File: src/counter_lab_pkg.sv
`default_nettype none

package counter_lab_pkg;

    // Board I/O widths
    localparam int w_key   = 4;
    localparam int w_sw    = 8;
    localparam int w_led   = 8;
    localparam int w_digit = 8;

    // Counter and display widths
    localparam int w_free      = 32;
    localparam int w_number    = 32;
    localparam int w_nibble    = 4;
    localparam int w_digit_idx = $clog2(w_digit);

    // Top bit of each 8-bit tap of the free count
    localparam int tap_hi_msb  = 31;
    localparam int tap_mid_msb = 23;
    localparam int tap_low_msb = 19;

    // View select from sw[3:1]; 0 and 7 both show the high tap
    typedef enum logic [2:0] {
        view_default     = 3'd0,
        view_step        = 3'd1,
        view_tap_hi      = 3'd2,
        view_tap_mid     = 3'd3,
        view_tap_low     = 3'd4,
        view_prescaled   = 3'd5,
        view_strobe      = 3'd6,
        view_default_alt = 3'd7
    } view_sel_t;

    // Segments a b c d e f g h, bit 7 is a, bit 0 is the decimal point
    typedef logic [7:0] seg_t;

    // Standard hex font, active-high segments, dot off
    function automatic seg_t hex_to_segments(input logic [w_nibble-1:0] nibble);
        case (nibble)
            4'h0:    return 8'b1111_1100;
            4'h1:    return 8'b0110_0000;
            4'h2:    return 8'b1101_1010;
            4'h3:    return 8'b1111_0010;
            4'h4:    return 8'b0110_0110;
            4'h5:    return 8'b1011_0110;
            4'h6:    return 8'b1011_1110;
            4'h7:    return 8'b1110_0000;
            4'h8:    return 8'b1111_1110;
            4'h9:    return 8'b1111_0110;
            4'ha:    return 8'b1110_1110;
            4'hb:    return 8'b0011_1110;
            4'hc:    return 8'b1001_1100;
            4'hd:    return 8'b0111_1010;
            4'he:    return 8'b1001_1110;
            default: return 8'b1000_1110;
        endcase
    endfunction

endpackage

`default_nettype wire
File: src/count_if.sv
`timescale 1ns/1ps
`default_nettype none

interface count_if;

    import counter_lab_pkg::*;

    //------------------------------------------------------------------------
    // Counter values, all registered levels
    //------------------------------------------------------------------------

    // Manual step count
    logic [w_led-1:0]  step_count;
    // Prescaled count
    logic [w_led-1:0]  prescaled_count;
    // Strobe-driven count
    logic [w_led-1:0]  strobe_count;
    // Free-running count, source of the taps
    logic [w_free-1:0] free_count;

    // Counter bank side
    modport producer (
        output step_count,
        output prescaled_count,
        output strobe_count,
        output free_count
    );

    // Display side
    modport consumer (
        input step_count,
        input prescaled_count,
        input strobe_count,
        input free_count
    );

endinterface

`default_nettype wire

File: src/counter_lab.sv
`timescale 1ns/1ps
`default_nettype none

module counter_lab
#(
    parameter int clk_mhz    = 50,
    parameter int strobe_hz  = 5,
    parameter int w_prescale = 20,
    parameter int w_refresh  = 16
)
(
    input  logic                                clk,
    input  logic                                rst,
    input  logic [counter_lab_pkg::w_key-1:0]   key,
    input  logic [counter_lab_pkg::w_sw-1:0]    sw,
    output logic [counter_lab_pkg::w_led-1:0]   led,
    output counter_lab_pkg::seg_t               abcdefgh,
    output logic [counter_lab_pkg::w_digit-1:0] digit
);

    import counter_lab_pkg::*;

    // Conditioned controls
    view_sel_t view_sel;
    logic      all_clear_view;
    logic      step_clear;
    logic      step_pulse;

    // Counter values to the display side
    count_if counts ();

    //------------------------------------------------------------------------
    // Input, counters, output
    //------------------------------------------------------------------------

    input_conditioner u_input_conditioner
    (
        .clk            (clk),
        .rst            (rst),
        .key            (key),
        .sw             (sw),
        .view_sel       (view_sel),
        .all_clear_view (all_clear_view),
        .step_clear     (step_clear),
        .step_pulse     (step_pulse)
    );

    counter_bank
    #(
        .clk_mhz    (clk_mhz),
        .strobe_hz  (strobe_hz),
        .w_prescale (w_prescale)
    )
    u_counter_bank
    (
        .clk        (clk),
        .rst        (rst),
        .step_clear (step_clear),
        .step_pulse (step_pulse),
        .counts     (counts.producer)
    );

    display_driver
    #(
        .w_refresh (w_refresh)
    )
    u_display_driver
    (
        .clk            (clk),
        .rst            (rst),
        .counts         (counts.consumer),
        .view_sel       (view_sel),
        .all_clear_view (all_clear_view),
        .led            (led),
        .abcdefgh       (abcdefgh),
        .digit          (digit)
    );

endmodule

`default_nettype wire

File: src/display_driver.sv
`timescale 1ns/1ps
`default_nettype none

module display_driver
#(
    parameter int w_refresh = 16
)
(
    input  logic                                clk,
    input  logic                                rst,
    count_if.consumer                           counts,
    input  counter_lab_pkg::view_sel_t          view_sel,
    input  logic                                all_clear_view,
    output logic [counter_lab_pkg::w_led-1:0]   led,
    output counter_lab_pkg::seg_t               abcdefgh,
    output logic [counter_lab_pkg::w_digit-1:0] digit
);

    import counter_lab_pkg::*;

    logic [w_led-1:0]    led_view;
    logic [w_number-1:0] number;

    //------------------------------------------------------------------------
    // LED view select
    //------------------------------------------------------------------------

    always_comb
    begin
        case (view_sel)
            view_step:      led_view = counts.step_count;
            view_tap_hi:    led_view = counts.free_count[tap_hi_msb -: w_led];
            view_tap_mid:   led_view = counts.free_count[tap_mid_msb -: w_led];
            view_tap_low:   led_view = counts.free_count[tap_low_msb -: w_led];
            view_prescaled: led_view = counts.prescaled_count;
            view_strobe:    led_view = counts.strobe_count;
            // Default and alt default both show the high tap
            default:        led_view = counts.free_count[tap_hi_msb -: w_led];
        endcase
    end

    assign led = led_view;

    // Full free count when every switch is low, else the LED value
    assign number = all_clear_view ? w_number'(counts.free_count)
                                   : w_number'(led_view);

    //------------------------------------------------------------------------
    // Scanned display
    //------------------------------------------------------------------------

    seven_segment_display
    #(
        .w_refresh (w_refresh)
    )
    u_seven_segment_display
    (
        .clk      (clk),
        .rst      (rst),
        .number   (number),
        .abcdefgh (abcdefgh),
        .digit    (digit)
    );

endmodule

`default_nettype wire

File: src/seven_segment_display.sv
`timescale 1ns/1ps
`default_nettype none

module seven_segment_display
#(
    parameter int w_refresh = 16
)
(
    input  logic                                  clk,
    input  logic                                  rst,
    input  logic [counter_lab_pkg::w_number-1:0]  number,
    output counter_lab_pkg::seg_t                 abcdefgh,
    output logic [counter_lab_pkg::w_digit-1:0]   digit
);

    import counter_lab_pkg::*;

    logic [w_refresh-1:0]   refresh_cnt;
    logic                   refresh_tick;
    logic [w_digit_idx-1:0] digit_idx;
    // Nibble of the current digit and its font
    logic [w_nibble-1:0]    nibble;
    seg_t                   nibble_seg;

    //------------------------------------------------------------------------
    // Refresh timing
    //------------------------------------------------------------------------

    always_ff @(posedge clk)
    begin
        if (rst)
            refresh_cnt <= '0;
        else
            refresh_cnt <= refresh_cnt + 1'b1;
    end

    // Last cycle of each refresh slot
    assign refresh_tick = &refresh_cnt;

    // Digit index wraps after the last digit
    always_ff @(posedge clk)
    begin
        if (rst)
            digit_idx <= '0;
        else if (refresh_tick)
        begin
            if (digit_idx == w_digit_idx'(w_digit - 1))
                digit_idx <= '0;
            else
                digit_idx <= digit_idx + 1'b1;
        end
    end

    //------------------------------------------------------------------------
    // Hex decode and output registers
    //------------------------------------------------------------------------

    assign nibble     = number[digit_idx * w_nibble +: w_nibble];
    assign nibble_seg = hex_to_segments(nibble);

    // Segments and enable share one register stage
    always_ff @(posedge clk)
    begin
        if (rst)
        begin
            abcdefgh <= '0;
            digit    <= w_digit'(1);
        end
        else
        begin
            // Dot forced off
            abcdefgh <= {nibble_seg[7:1], 1'b0};
            digit    <= w_digit'(1) << digit_idx;
        end
    end

endmodule

`default_nettype wire

File: src/counter_bank.sv
`timescale 1ns/1ps
`default_nettype none

module counter_bank
#(
    parameter int clk_mhz    = 50,
    parameter int strobe_hz  = 5,
    parameter int w_prescale = 20
)
(
    input  logic      clk,
    input  logic      rst,
    input  logic      step_clear,
    input  logic      step_pulse,
    count_if.producer counts
);

    import counter_lab_pkg::*;

    // Enables for the prescaled and strobe counters
    logic prescale_en;
    logic strobe;

    //------------------------------------------------------------------------
    // Free-running counter
    //------------------------------------------------------------------------

    always_ff @(posedge clk)
    begin
        if (rst)
            counts.free_count <= '0;
        else
            counts.free_count <= counts.free_count + 1'b1;
    end

    // Once every 2^w_prescale cycles
    assign prescale_en = &counts.free_count[w_prescale-1:0];

    //------------------------------------------------------------------------
    // Prescaled counter
    //------------------------------------------------------------------------

    always_ff @(posedge clk)
    begin
        if (rst)
            counts.prescaled_count <= '0;
        else if (prescale_en)
            counts.prescaled_count <= counts.prescaled_count + 1'b1;
    end

    //------------------------------------------------------------------------
    // Strobe counter
    //------------------------------------------------------------------------

    strobe_gen
    #(
        .clk_mhz   (clk_mhz),
        .strobe_hz (strobe_hz)
    )
    u_strobe_gen
    (
        .clk    (clk),
        .rst    (rst),
        .strobe (strobe)
    );

    always_ff @(posedge clk)
    begin
        if (rst)
            counts.strobe_count <= '0;
        else if (strobe)
            counts.strobe_count <= counts.strobe_count + 1'b1;
    end

    //------------------------------------------------------------------------
    // Step counter
    //------------------------------------------------------------------------

    // Clear has priority over a step
    always_ff @(posedge clk)
    begin
        if (rst || step_clear)
            counts.step_count <= '0;
        else if (step_pulse)
            counts.step_count <= counts.step_count + 1'b1;
    end

endmodule

`default_nettype wire

File: src/strobe_gen.sv
`timescale 1ns/1ps
`default_nettype none

module strobe_gen
#(
    parameter int clk_mhz   = 50,
    parameter int strobe_hz = 5
)
(
    input  logic clk,
    input  logic rst,
    output logic strobe
);

    // Clock cycles per strobe
    localparam int period = clk_mhz * 1_000_000 / strobe_hz;
    localparam int w_cnt  = $clog2(period + 1);

    logic [w_cnt-1:0] cnt;

    //------------------------------------------------------------------------
    // Down-counter, reloads at zero
    //------------------------------------------------------------------------

    always_ff @(posedge clk)
    begin
        if (rst)
            cnt <= w_cnt'(period - 1);
        else if (cnt == '0)
            cnt <= w_cnt'(period - 1);
        else
            cnt <= cnt - 1'b1;
    end

    // High for the one cycle spent at zero
    assign strobe = (cnt == '0);

endmodule

`default_nettype wire

File: src/input_conditioner.sv
`timescale 1ns/1ps
`default_nettype none

module input_conditioner
(
    input  logic                                clk,
    input  logic                                rst,
    input  logic [counter_lab_pkg::w_key-1:0]   key,
    input  logic [counter_lab_pkg::w_sw-1:0]    sw,
    output counter_lab_pkg::view_sel_t          view_sel,
    output logic                                all_clear_view,
    output logic                                step_clear,
    output logic                                step_pulse
);

    import counter_lab_pkg::*;

    //------------------------------------------------------------------------
    // Two-flop synchronizers
    //------------------------------------------------------------------------

    // Only key[0] has a function
    logic             key_meta;
    logic             key_sync;
    logic [w_sw-1:0]  sw_meta;
    logic [w_sw-1:0]  sw_sync;
    // Previous synchronized key[0] for edge detect
    logic             key0_prev;

    always_ff @(posedge clk)
    begin
        if (rst)
        begin
            key_meta <= 1'b0;
            key_sync <= 1'b0;
            sw_meta  <= '0;
            sw_sync  <= '0;
        end
        else
        begin
            key_meta <= key[0];
            key_sync <= key_meta;
            sw_meta  <= sw;
            sw_sync  <= sw_meta;
        end
    end

    //------------------------------------------------------------------------
    // Decode stage
    //------------------------------------------------------------------------

    // Registered so every output lands two edges after first sampling
    always_ff @(posedge clk)
    begin
        if (rst)
        begin
            key0_prev      <= 1'b0;
            step_pulse     <= 1'b0;
            step_clear     <= 1'b0;
            all_clear_view <= 1'b0;
            view_sel       <= view_default;
        end
        else
        begin
            key0_prev      <= key_sync;
            // One cycle per rising edge of key[0]
            step_pulse     <= key_sync & ~key0_prev;
            step_clear     <= sw_sync[0];
            all_clear_view <= ~|sw_sync;
            view_sel       <= view_sel_t'(sw_sync[3:1]);
        end
    end

endmodule

`default_nettype wire

File: config.mk
export PLATFORM = sky130hd
export DESIGN_NAME = counter_lab
export DESIGN_NICKNAME = d
export VERILOG_FILES = /design/src/counter_lab_pkg.sv /design/src/count_if.sv /design/src/counter_lab.sv /design/src/display_driver.sv /design/src/seven_segment_display.sv /design/src/counter_bank.sv /design/src/strobe_gen.sv /design/src/input_conditioner.sv
export SDC_FILE = /design/constraint.sdc
export NUM_CORES = 1
export LEC_CHECK = 0
export BUFFER_PORTS_ARGS = -buffer_cell sky130_fd_sc_hd__buf_2
export CAP_MARGIN = 20
export CORE_ASPECT_RATIO = 1.1
export CORE_MARGIN = 2
export CORE_UTILIZATION = 30
export CTS_CLUSTER_DIAMETER = 80
export DETAILED_ROUTE_END_ITERATION = 7
export HOLD_SLACK_MARGIN = 0.02
export PLACE_DENSITY_LB_ADDON = 0.12
export SLEW_MARGIN = 20
export SYNTH_ARGS = -nofsm -noshare
export SYNTH_HDL_FRONTEND = slang
export SYNTH_SLANG_ARGS = --single-unit
File: constraint.sdc
create_clock -name clk -period 3.3 [get_ports clk]
set_input_delay 0.165 -clock clk [delete_from_list [all_inputs] [get_ports clk]]
set_output_delay 0.165 -clock clk [all_outputs]
set_load 0.005 [all_outputs]
==> results.cfg, run 1 <==
[outcome]
status = finished, final reports clean

[clock_network]
htreeDepth = 4
cts_made_buffers = 17
clk_latency_ns = 0.42
clock-sinks = 139
cts-root-buf = clkbuf_16
cts_tree = built
clkTransAtPathRegs_ns = 0.06
clockBufferDepth = 2

[global_routing]
grt_pass1_wl_mm = 25.2
grt_overflow = 0
gr-usage-met1_pct = 16.4
antenna_found_initial = 0
met3_usage_pct = 3.32
grt_usage_pct = 14.3
busiest_layer = met2
grt_max_degree = 66
grt_pass1_vias = 5024
met2_usage_pct = 25.4

[place]
dp_hpwl_mm = 10.8
place_congestion = 0.819
portBuffers = 33
dpl_worst_slack_ns = 0.291

[worst_setup_path]
crit_slowest_cell = dfxtp_1
critical_path.startpoint_type = register
crit_fanout = 17
path_cells = nand2b_1 > o22ai_1 > o22a_1 > o31a_1 > o221ai_1 > inv_1 > ha_1 > mux2_2 > a221oi_1
path_class = reg2reg
cp.arrival_ns = 3.30
slowest_delay_ns = 0.67
end_kind = register
required_ns = 3.62

[final_layout]
fin_nets = 790
nFillCells = 2181
multi_input_area_um2 = 3410
num_antenna_cells = 0
area_growth_pct = 18.8
area.sequential_um2 = 2780
drive_gt1_share_pct = 12.3

[pwr]
p_clk_share_pct = 51.1
power_frac_seq_pct = 44.5
power.switching_mw = 0.898
ir_drop_uv = 335
power_frac_comb_pct = 4.4
switching_share_pct = 23.1
p_int_mw = 2.99
leakage_nw = 2.78
power_density_nw_per_um2 = 512

[yosys]
yosysSeqAreaShare_pct = 43.5
yosys_warnings = 0
yosysTopAreaCellShare_pct = 43.5
synthMuxAreaShare_pct = 4.13
synth_top_family_by_area = simple AND/OR/NAND/NOR gates
syn_nets = 751
synth_edf_count = 0
synth_fa_ha_area_share_pct = 3.52
synthTopCellsByCount = 139 x dfxtp_1, 96 x nor2_1, 51 x nand2_1
synthMostInstantiatedCell = dfxtp_1
yosysTopAreaCell = dfxtp_1
synth_compound_area_share_pct = 10.4
synth_simple_gate_area_share_pct = 25.7
syn_area_um2 = 6390
synth_ff_type = dfxtp_1
async_flop_share_pct = 0
syn_avg_cell_area_um2 = 8.89
ys_ff_latch = 139
synth_cell_types = 63
syn_inst = 719
synthTopCellsByArea = dfxtp_1 44%, nor2_1 5.6%, xor2_1 5.3%
synth_xor_area_share_pct = 9.59

[sta]
maxSlewViolCount = 0
max-slew-margin-rel_pct = 45.4
worstMarginPinSlew_ns = 0.816
min_period_ns = 2.98
fin_crit_sh_pct = 90.2
hold_violations = 0
tns_ns = 0
max_freq_ghz = 0.336
fin_ws_ns = 0.322
fin_skew_ns = 0.0178
setup-violations-final = 0
rsz0062_at_grt = no

[floorplan]
coreArea_um2 = 21100
rows = 56
fp.dieArea_um2 = 22500
ios = 38
die_y_um = 157
die_w_um = 143
start_util_pct = 30.3

[drt]
drt_wl_total_mm = 15.2
vias = 5129
drc = 0
viasPerCell = 4.83
drt_iter0_drc = 279
route.antenna.remaining_nets = 0
routedWlPerCell_um = 14.3
first_pass_iters = 6

[worst_hold_path]
hp-class = in2reg

[run]
maxCapViolCount = 0
-- path summary, 6_finish.rpt --
kind	from	endpoint	slack [ns]	cells after the start
worst max-delay path	u_input_conditioner.view_sel[2]	register	0.32	9
worst max register to register	u_input_conditioner.view_sel[2]	register	0.32	9
worst min register to register	u_input_conditioner.key0_prev	u_input_conditioner.step_pulse	0.38	1
worst min-delay path	rst	register	0.28	2
-- layout by cell type (no fill, tap or decap), drive strengths merged, types with 4 or more instances in the layout --
cell type    count
xor2            39
and3            14
a21oi           27
o21a             4
mux2i           14
a211oi           6
buf             45
or3             14
nand4           24
xnor2           31
o31ai            4
dfxtp          139
nor2            96
mux4             4
or4              6
o21ai           24
inv             20
nor2b           34
nand2b          11
nand3           18
or2              4
nand2           51
o22ai            5
ha              18
clkinv           5
dlygate4sd3      9
clkbuf          17
nor4             6
nor3            15
and2            12
nor3b            4
-- registers in the layout, indices dropped and copies added (netlist names), 3 cells and up --
name and flops:
u_display_driver.u_seven_segment_display.digit 8, u_counter_bank.counts.free_count 32, u_display_driver.u_seven_segment_display.digit_idx 3, u_display_driver.u_seven_segment_display.refresh_cnt 16
u_input_conditioner.sw_meta 8, u_counter_bank.counts.prescaled_count 8, u_input_conditioner.sw_sync 8, u_input_conditioner.view_sel 3
u_display_driver.u_seven_segment_display.abcdefgh 7, u_counter_bank.counts.strobe_count 8, u_counter_bank.u_strobe_gen.cnt 24, u_counter_bank.counts.step_count 8
-- worst max-delay path: cells and delay by family (launching register included) --
family                     cells  cell delay (ns)
and+or+nand+nor                1             0.24
DFF                            1             0.67
buffers and inverters          1             0.20
adders and majority gates      1             0.24
muxes                          1             0.26
AOI/OAI and AO/OA              5             1.27
-- kinds of logic after synthesis --
| family | count (synthesis) |
|---|---|
| other | 1 |
| AO/OA/AOI/OAI | 101 |
| adder cells (fa/ha/maj) | 18 |
| multiplexers | 21 |
| buffers and inverters | 50 |
| flip-flops | 139 |
| AND/OR/NAND/NOR | 319 |
| XOR/XNOR | 70 |
-- routing by layer --
metal	wire length (µm)	share of wire, %
met1	6750	45
met2	7530	50
met3	476	3.1
met4	403	2.7
met5	0	0
-- what timing repair did --
| item | 4_1_cts | 5_1_grt |
|---|---|---|
| setup endpoints to repair | 0 | 2 |
| buffers inserted | 0 | 0 |
| hold endpoints to repair | 9 | 0 |
| hold buffers | 9 | 0 |
| gates resized for setup | 0 | 1 |
-- layout make-up --
type	count	share of cell area (%)
Inverter	16	0.791
Multi-Input combinational cell	530	44.9
Tap cell	290	4.78
Clock inverter	15	2.50
Sequential cell	139	36.7
Clock buffer	17	5.60
Timing Repair Buffer	54	4.74
-- per-stage QoR --
step	utilization (%)	cells	total power [mW]	area, µm²	hold WS (ns)
floorplan	-	719	1.88	6390	0.293
global placement	32.7	1020	1.93	6890	0.374
detailed placement	32.7	1020	1.94	6890	0.376
CTS	36.0	1061	3.96	7590	0.272
global route	36.0	1061	4.06	7590	0.320
finish	36.0	1061	3.89	7590	0.276
-- power groups by stage --
stage,clock network [mW],registers [mW],logic [mW]
final,1.99,1.73,0.171
after global placement,0,1.77,0.164
after floorplan,0,1.76,0.118
after detailed placement,0,1.77,0.166
after CTS,2.05,1.73,0.175
after global routing,2.13,1.74,0.195
No activity file was read; power rests on OpenSTA's default activity.
==> run 2, diff against run 1 <==
Settings changed: GPL_TIMING_DRIVEN from default to 0.
Clock period 3.3 ns to 2.5 ns, I/O delays scaled along.
==> run 2 against run 1 <==
The run now ends with setup timing left. Clock power up 27%. Flip-flop and latch count unchanged. Final cell count up 5.4%. Worst setup slack worse by 0.36 ns. Die area unchanged. Sequential share of layout area down 3.4 points.
==> results.cfg, run 2 (synthesis gave the netlist of run 1 again) <==
[outcome]
status = finished, violations left
violations = setup timing

[drt]
vias = 5423
drt_iter0_drc = 333
route.antenna.remaining_nets = 0
drt_wl_total_mm = 17.6
first_pass_iters = 5
drc = 0
routedWlPerCell_um = 15.7
viasPerCell = 4.85

[worst_setup_path]
reg2reg_from = u_counter_bank.u_strobe_gen.cnt[6]
rrSetupSlack_ns = -0.04
reg2reg_to = u_counter_bank.counts.strobe_count[0]
crit_fanout = 8
crit_start = u_counter_bank.u_strobe_gen.cnt[6]
cp.arrival_ns = 2.83
end_kind = register
critical_path.startpoint_type = register
crit_path_end = u_counter_bank.counts.strobe_count[0]
required_ns = 2.79
path_class = reg2reg
reg2reg_depth = 9

[clock_network]
clkTransAtPathRegs_ns = 0.06
clockBufferDepth = 2
htreeDepth = 4
clk_latency_ns = 0.43
cts_made_buffers = 17
cts_tree = built
cts-root-buf = clkbuf_16
clock-sinks = 139

[final_layout]
num_antenna_cells = 0
fin_nets = 848
multi_input_area_um2 = 3800
top_register = u_counter_bank.counts.free_count
largest_reg_flops = 32
nFillCells = 2136
area.sequential_um2 = 2800
drive_gt1_share_pct = 24.3
area_growth_pct = 31.9
final_cell_mix = 131 x dfxtp_1, 86 x nor2_1, 51 x nand2_1
largest_registers = u_counter_bank.counts.free_count x32, u_counter_bank.u_strobe_gen.cnt x24, u_display_driver.u_seven_segment_display.refresh_cnt x16
final_common_cell = dfxtp_1
fin_util_pct = 40.0
fin_cells = 1118

[global_routing]
antenna_found_initial = 0
grt_usage_pct = 16.0
grt_pass1_wl_mm = 27.7
grt_overflow = 0
grt_pass1_vias = 5379
grt_max_degree = 17

[place]
dpl_worst_slack_ns = -0.700
place_congestion = 0.841
dp_hpwl_mm = 12.1
portBuffers = 32
dp.cells = 1041

[pwr]
power_frac_comb_pct = 6.8
switching_share_pct = 24.2
power_frac_seq_pct = 44.3
p_int_mw = 3.90
leakage_nw = 3.11
ir_drop_uv = 464
p_clk_share_pct = 49.0
power.switching_mw = 1.24
power_density_nw_per_um2 = 610

[floorplan]
fp.dieArea_um2 = 22500
die_w_um = 143
start_util_pct = 30.3
coreArea_um2 = 21100
rows = 56
die_y_um = 157
ios = 38

[sta]
maxSlewViolCount = 0
rsz0062_at_grt = yes
fin_ws_ns = -0.0392
tns_ns = -0.0468
whs_ns = 0.254
worstMarginPinSlew_ns = 0.753
min_period_ns = 2.54
hold_violations = 0
max_freq_ghz = 0.394
max-slew-margin-rel_pct = 49.8
fin_skew_ns = 0.0136
setup-violations-final = 2
fin_crit_sh_pct = 102

[worst_hold_path]
hp-class = in2reg

[run]
maxCapViolCount = 0
==> run 2: cell types whose count changed in the layout (fill, tap and decap cells not counted), sizes merged <==
cell and change:
bufinv -1, clkbuf +17, buf +41
==> run 2: critical path: stages (launching register included) <==
cell	delay, ns
dfxtp_2	0.32
or4_4	0.53
or4_4	0.44
or4_4	0.46
nor3_4	0.15
buf_6	0.15
buf_4	0.11
buf_6	0.09
xnor2_2	0.09
nor2_1	0.05
==> run 2: worst min path at each step <==
stage	startpoint	to	slack [ns]	cells past startpoint
global placement	sw[7]	u_input_conditioner.sw_meta[7]	0.33	2
CTS	rst	u_input_conditioner.key0_prev	0.29	2
global route	rst	u_input_conditioner.key0_prev	0.33	2
detailed placement	sw[3]	u_input_conditioner.sw_meta[3]	0.34	2
floorplan	key[0]	u_input_conditioner.key_meta	0.25	1
finish	rst	u_input_conditioner.key0_prev	0.25	2
==> run 2: routing by layer <==
layer | track usage, % | share of wire (%) | vias to the layer above | wire [µm]
met5 | 0 | 0 | - | 0
met4 | 7.21 | 2.6 | 0 | 453
met3 | 4.08 | 3.5 | 28 | 623
met2 | 27.6 | 50 | 111 | 8740
met1 | 18.7 | 44 | 2583 | 7760
li1 | - | - | 2701 | -
==> run 2: final cells by class <==
type,instances,area share [%]
multi-input cells,530,45.1
clock buffers,17,5.05
inverters,16,0.786
flip-flops and latches,139,33.2
clock inverters,14,1.91
plain buffers,29,2.34
repair buffers,83,7.27
well taps,290,4.30
==> run 2: stage by stage <==
stage | power (mW) | cell area [µm²]
after CTS | 5.16 | 7990
after global routing | 5.35 | 8430
after floorplan | 2.49 | 6440
after global placement | 2.58 | 6970
after detailed placement | 2.58 | 6970
final | 5.15 | 8430
==> run 2: power groups by stage <==
| stage | clock network (mW) | registers (mW) | logic, mW |
|---|---|---|---|
| floorplan | 0 | 2.32 | 0.164 |
| global placement | 0 | 2.33 | 0.248 |
| detailed placement | 0 | 2.33 | 0.250 |
| CTS | 2.59 | 2.28 | 0.299 |
| global route | 2.69 | 2.28 | 0.380 |
| finish | 2.52 | 2.28 | 0.348 |
==> run 2: repair_timing <==
action | 4_1_cts | 5_1_grt
gates cloned | 1 | 2
hold endpoints to repair | 9 | 0
buffers inserted | 23 | 16
resized for setup | 59 | 79
pin swaps | 9 | 26
hold buffers | 9 | 0
endpoints found under the setup margin | 51 | 44
==> run 3, diff against run 2 <==
Clock period 2.5 ns to 2.7 ns, I/O delays scaled along.
==> run 3 against run 2 <==
The run now ends clean. Final cell count is 2.7% lower. Maximum frequency is 3.6% lower. Clock power decreased by 3%. Utilization fell by 2.7 points. First-iteration DRC count fell by 21%. Flip-flop and latch count unchanged. Wire length down 7.2%. Clock-buffer cell count is the same. Clock skew fell by 0.0060 ns. Critical endpoint is now u_counter_bank.counts.strobe_count[5]. Largest cell class unchanged.
==> results.cfg, run 3 (synthesis gave the netlist of run 1 again) <==
[global_routing]
grt_usage_pct = 15.1
grt_pass1_vias = 5031
antenna_found_initial = 0
grt_overflow = 0
grt_pass1_wl_mm = 26.1
grt_max_degree = 17

[final_layout]
drive_gt1_share_pct = 16.4
fin_nets = 817
fin_cells = 1088
largest_reg_flops = 32
area_growth_pct = 22.9
top_register = u_counter_bank.counts.free_count
fin_util_pct = 37.3
final_common_cell = dfxtp_1
nFillCells = 2150
final_cell_mix = 135 x dfxtp_1, 96 x nor2_1, 51 x nand2_1
num_antenna_cells = 0
largest_registers = u_counter_bank.counts.free_count x32, u_counter_bank.u_strobe_gen.cnt x24, u_display_driver.u_seven_segment_display.refresh_cnt x16

[worst_setup_path]
crit_slowest_cell = or4_4
slowest_delay_ns = 0.55
crit_start = u_counter_bank.u_strobe_gen.cnt[6]
required_ns = 2.99
crit_buf_inv = 1
reg2reg_from = u_counter_bank.u_strobe_gen.cnt[6]
crit_fanout = 8
path_class = reg2reg
critical_path.startpoint_type = register
crit_family = simple AND/OR/NAND/NOR gates
critPathMostFrequentCell = or4_4
end_kind = register
cp.arrival_ns = 2.92
path_cells = or4_4 > or4_4 > or4_4 > nor3_4 > buf_6 > nand4_1 > xor2_1 > nor2_1

[floorplan]
fp.dieArea_um2 = 22500
start_util_pct = 30.3
die_w_um = 143
die_y_um = 157
coreArea_um2 = 21100
rows = 56
ios = 38

[pwr]
p_int_mw = 3.62
leakage_nw = 2.89
ir_drop_uv = 426
power_density_nw_per_um2 = 613
power.switching_mw = 1.20
power_frac_comb_pct = 5.4
p_clk_share_pct = 50.7
switching_share_pct = 24.9
power_frac_seq_pct = 43.8

[drt]
drt_iter0_drc = 262
first_pass_iters = 6
vias = 5266
top_layer = met4
met2WireLength_mm = 7.97
route.antenna.remaining_nets = 0
routed-wl-met3_um = 683
viasPerCell = 4.84
drt_wl_total_mm = 16.3
drc = 0
drt-met1-wl_mm = 7.30
routedWlPerCell_um = 15.0

[worst_hold_path]
hp-start = rst
hp-class = in2reg

[place]
place_congestion = 0.864
dp.cells = 1041
portBuffers = 32
dp_hpwl_mm = 11.8
dpl_worst_slack_ns = -0.626

[clock_network]
cts-root-buf = clkbuf_16
cts_tree = built
cts_made_buffers = 17
clkTransAtPathRegs_ns = 0.07
clk_latency_ns = 0.43
clock-sinks = 139
clockBufferDepth = 2
htreeDepth = 4

[sta]
min_period_ns = 2.63
rsz0062_at_grt = yes
max-slew-margin-rel_pct = 43.2
whs_ns = 0.210
max_freq_ghz = 0.380
hold_violations = 0
maxSlewViolCount = 0
worstMarginPinSlew_ns = 0.852
setup-violations-final = 0
fin_crit_sh_pct = 97.6
tns_ns = 0
fin_skew_ns = 0.00767
fin_ws_ns = 0.0651

[run]
maxCapViolCount = 0

[outcome]
status = finished, final reports clean
[run 3: cell types whose count changed in the layout (fill, tap and decap cells not counted), moves of 4 or more]
cell,previous run,this run
inv_8,0,4
buf_4,35,11
dfxtp_1,131,135
clkinv_4,4,0
nor2_2,7,0
buf_6,13,5
nor2_1,86,96
[run 3: worst paths after layout]
check                           slack [ns]                                     to  cells past startpoint
worst max-delay path                  0.07  u_counter_bank.counts.strobe_count[5]                      8
worst min-delay path                  0.21          u_input_conditioner.key0_prev                      2
worst max register to register        0.07  u_counter_bank.counts.strobe_count[5]                      8
worst min register to register        0.39         u_input_conditioner.step_pulse                      1
[run 3: what timing repair did]
| action | CTS | global route |
|---|---|---|
| hold endpoints to repair | 9 | 0 |
| gates resized for setup | 26 | 33 |
| pin swaps | 1 | 6 |
| endpoints found under the setup margin | 34 | 25 |
| setup buffers | 5 | 5 |
| hold buffers | 9 | 0 |
[run 3: area by class of cell]
class	instances	area, µm²	share of cell area, %
inverters	16	61.3	0.780
well taps	290	363	4.62
repair buffers	51	329	4.19
clock inverters	15	190	2.42
multi-input cells	530	3540	45.0
clock buffers	17	425	5.41
plain buffers	30	165	2.10
flip-flops and latches	139	2790	35.5
[run 3: metrics by stage]
stage	power (mW)	area, µm²
2_1_floorplan	2.30	6390
3_3_place_gp	2.38	6920
3_5_place_dp	2.38	6920
4_1_cts	4.86	7730
5_1_grt	5.01	7860
6_report	4.82	7860
[run 3: layer usage]
| metal | GRT usage (%) | up-vias |
|---|---|---|
| met5 | 0 | - |
| met1 | 18.6 | 2505 |
| li1 | - | 2636 |
| met2 | 25.6 | 101 |
| met4 | 6.46 | 0 |
| met3 | 2.92 | 24 |
[run 3: power by group through the flow]
stage               Clock, mW  Combinational, mW  Sequential [mW]
global placement            0              0.220             2.16
detailed placement          0              0.223             2.16
CTS                      2.51              0.243             2.11
finish                   2.44              0.262             2.11
floorplan                   0              0.145             2.15
global route             2.60              0.290             2.12
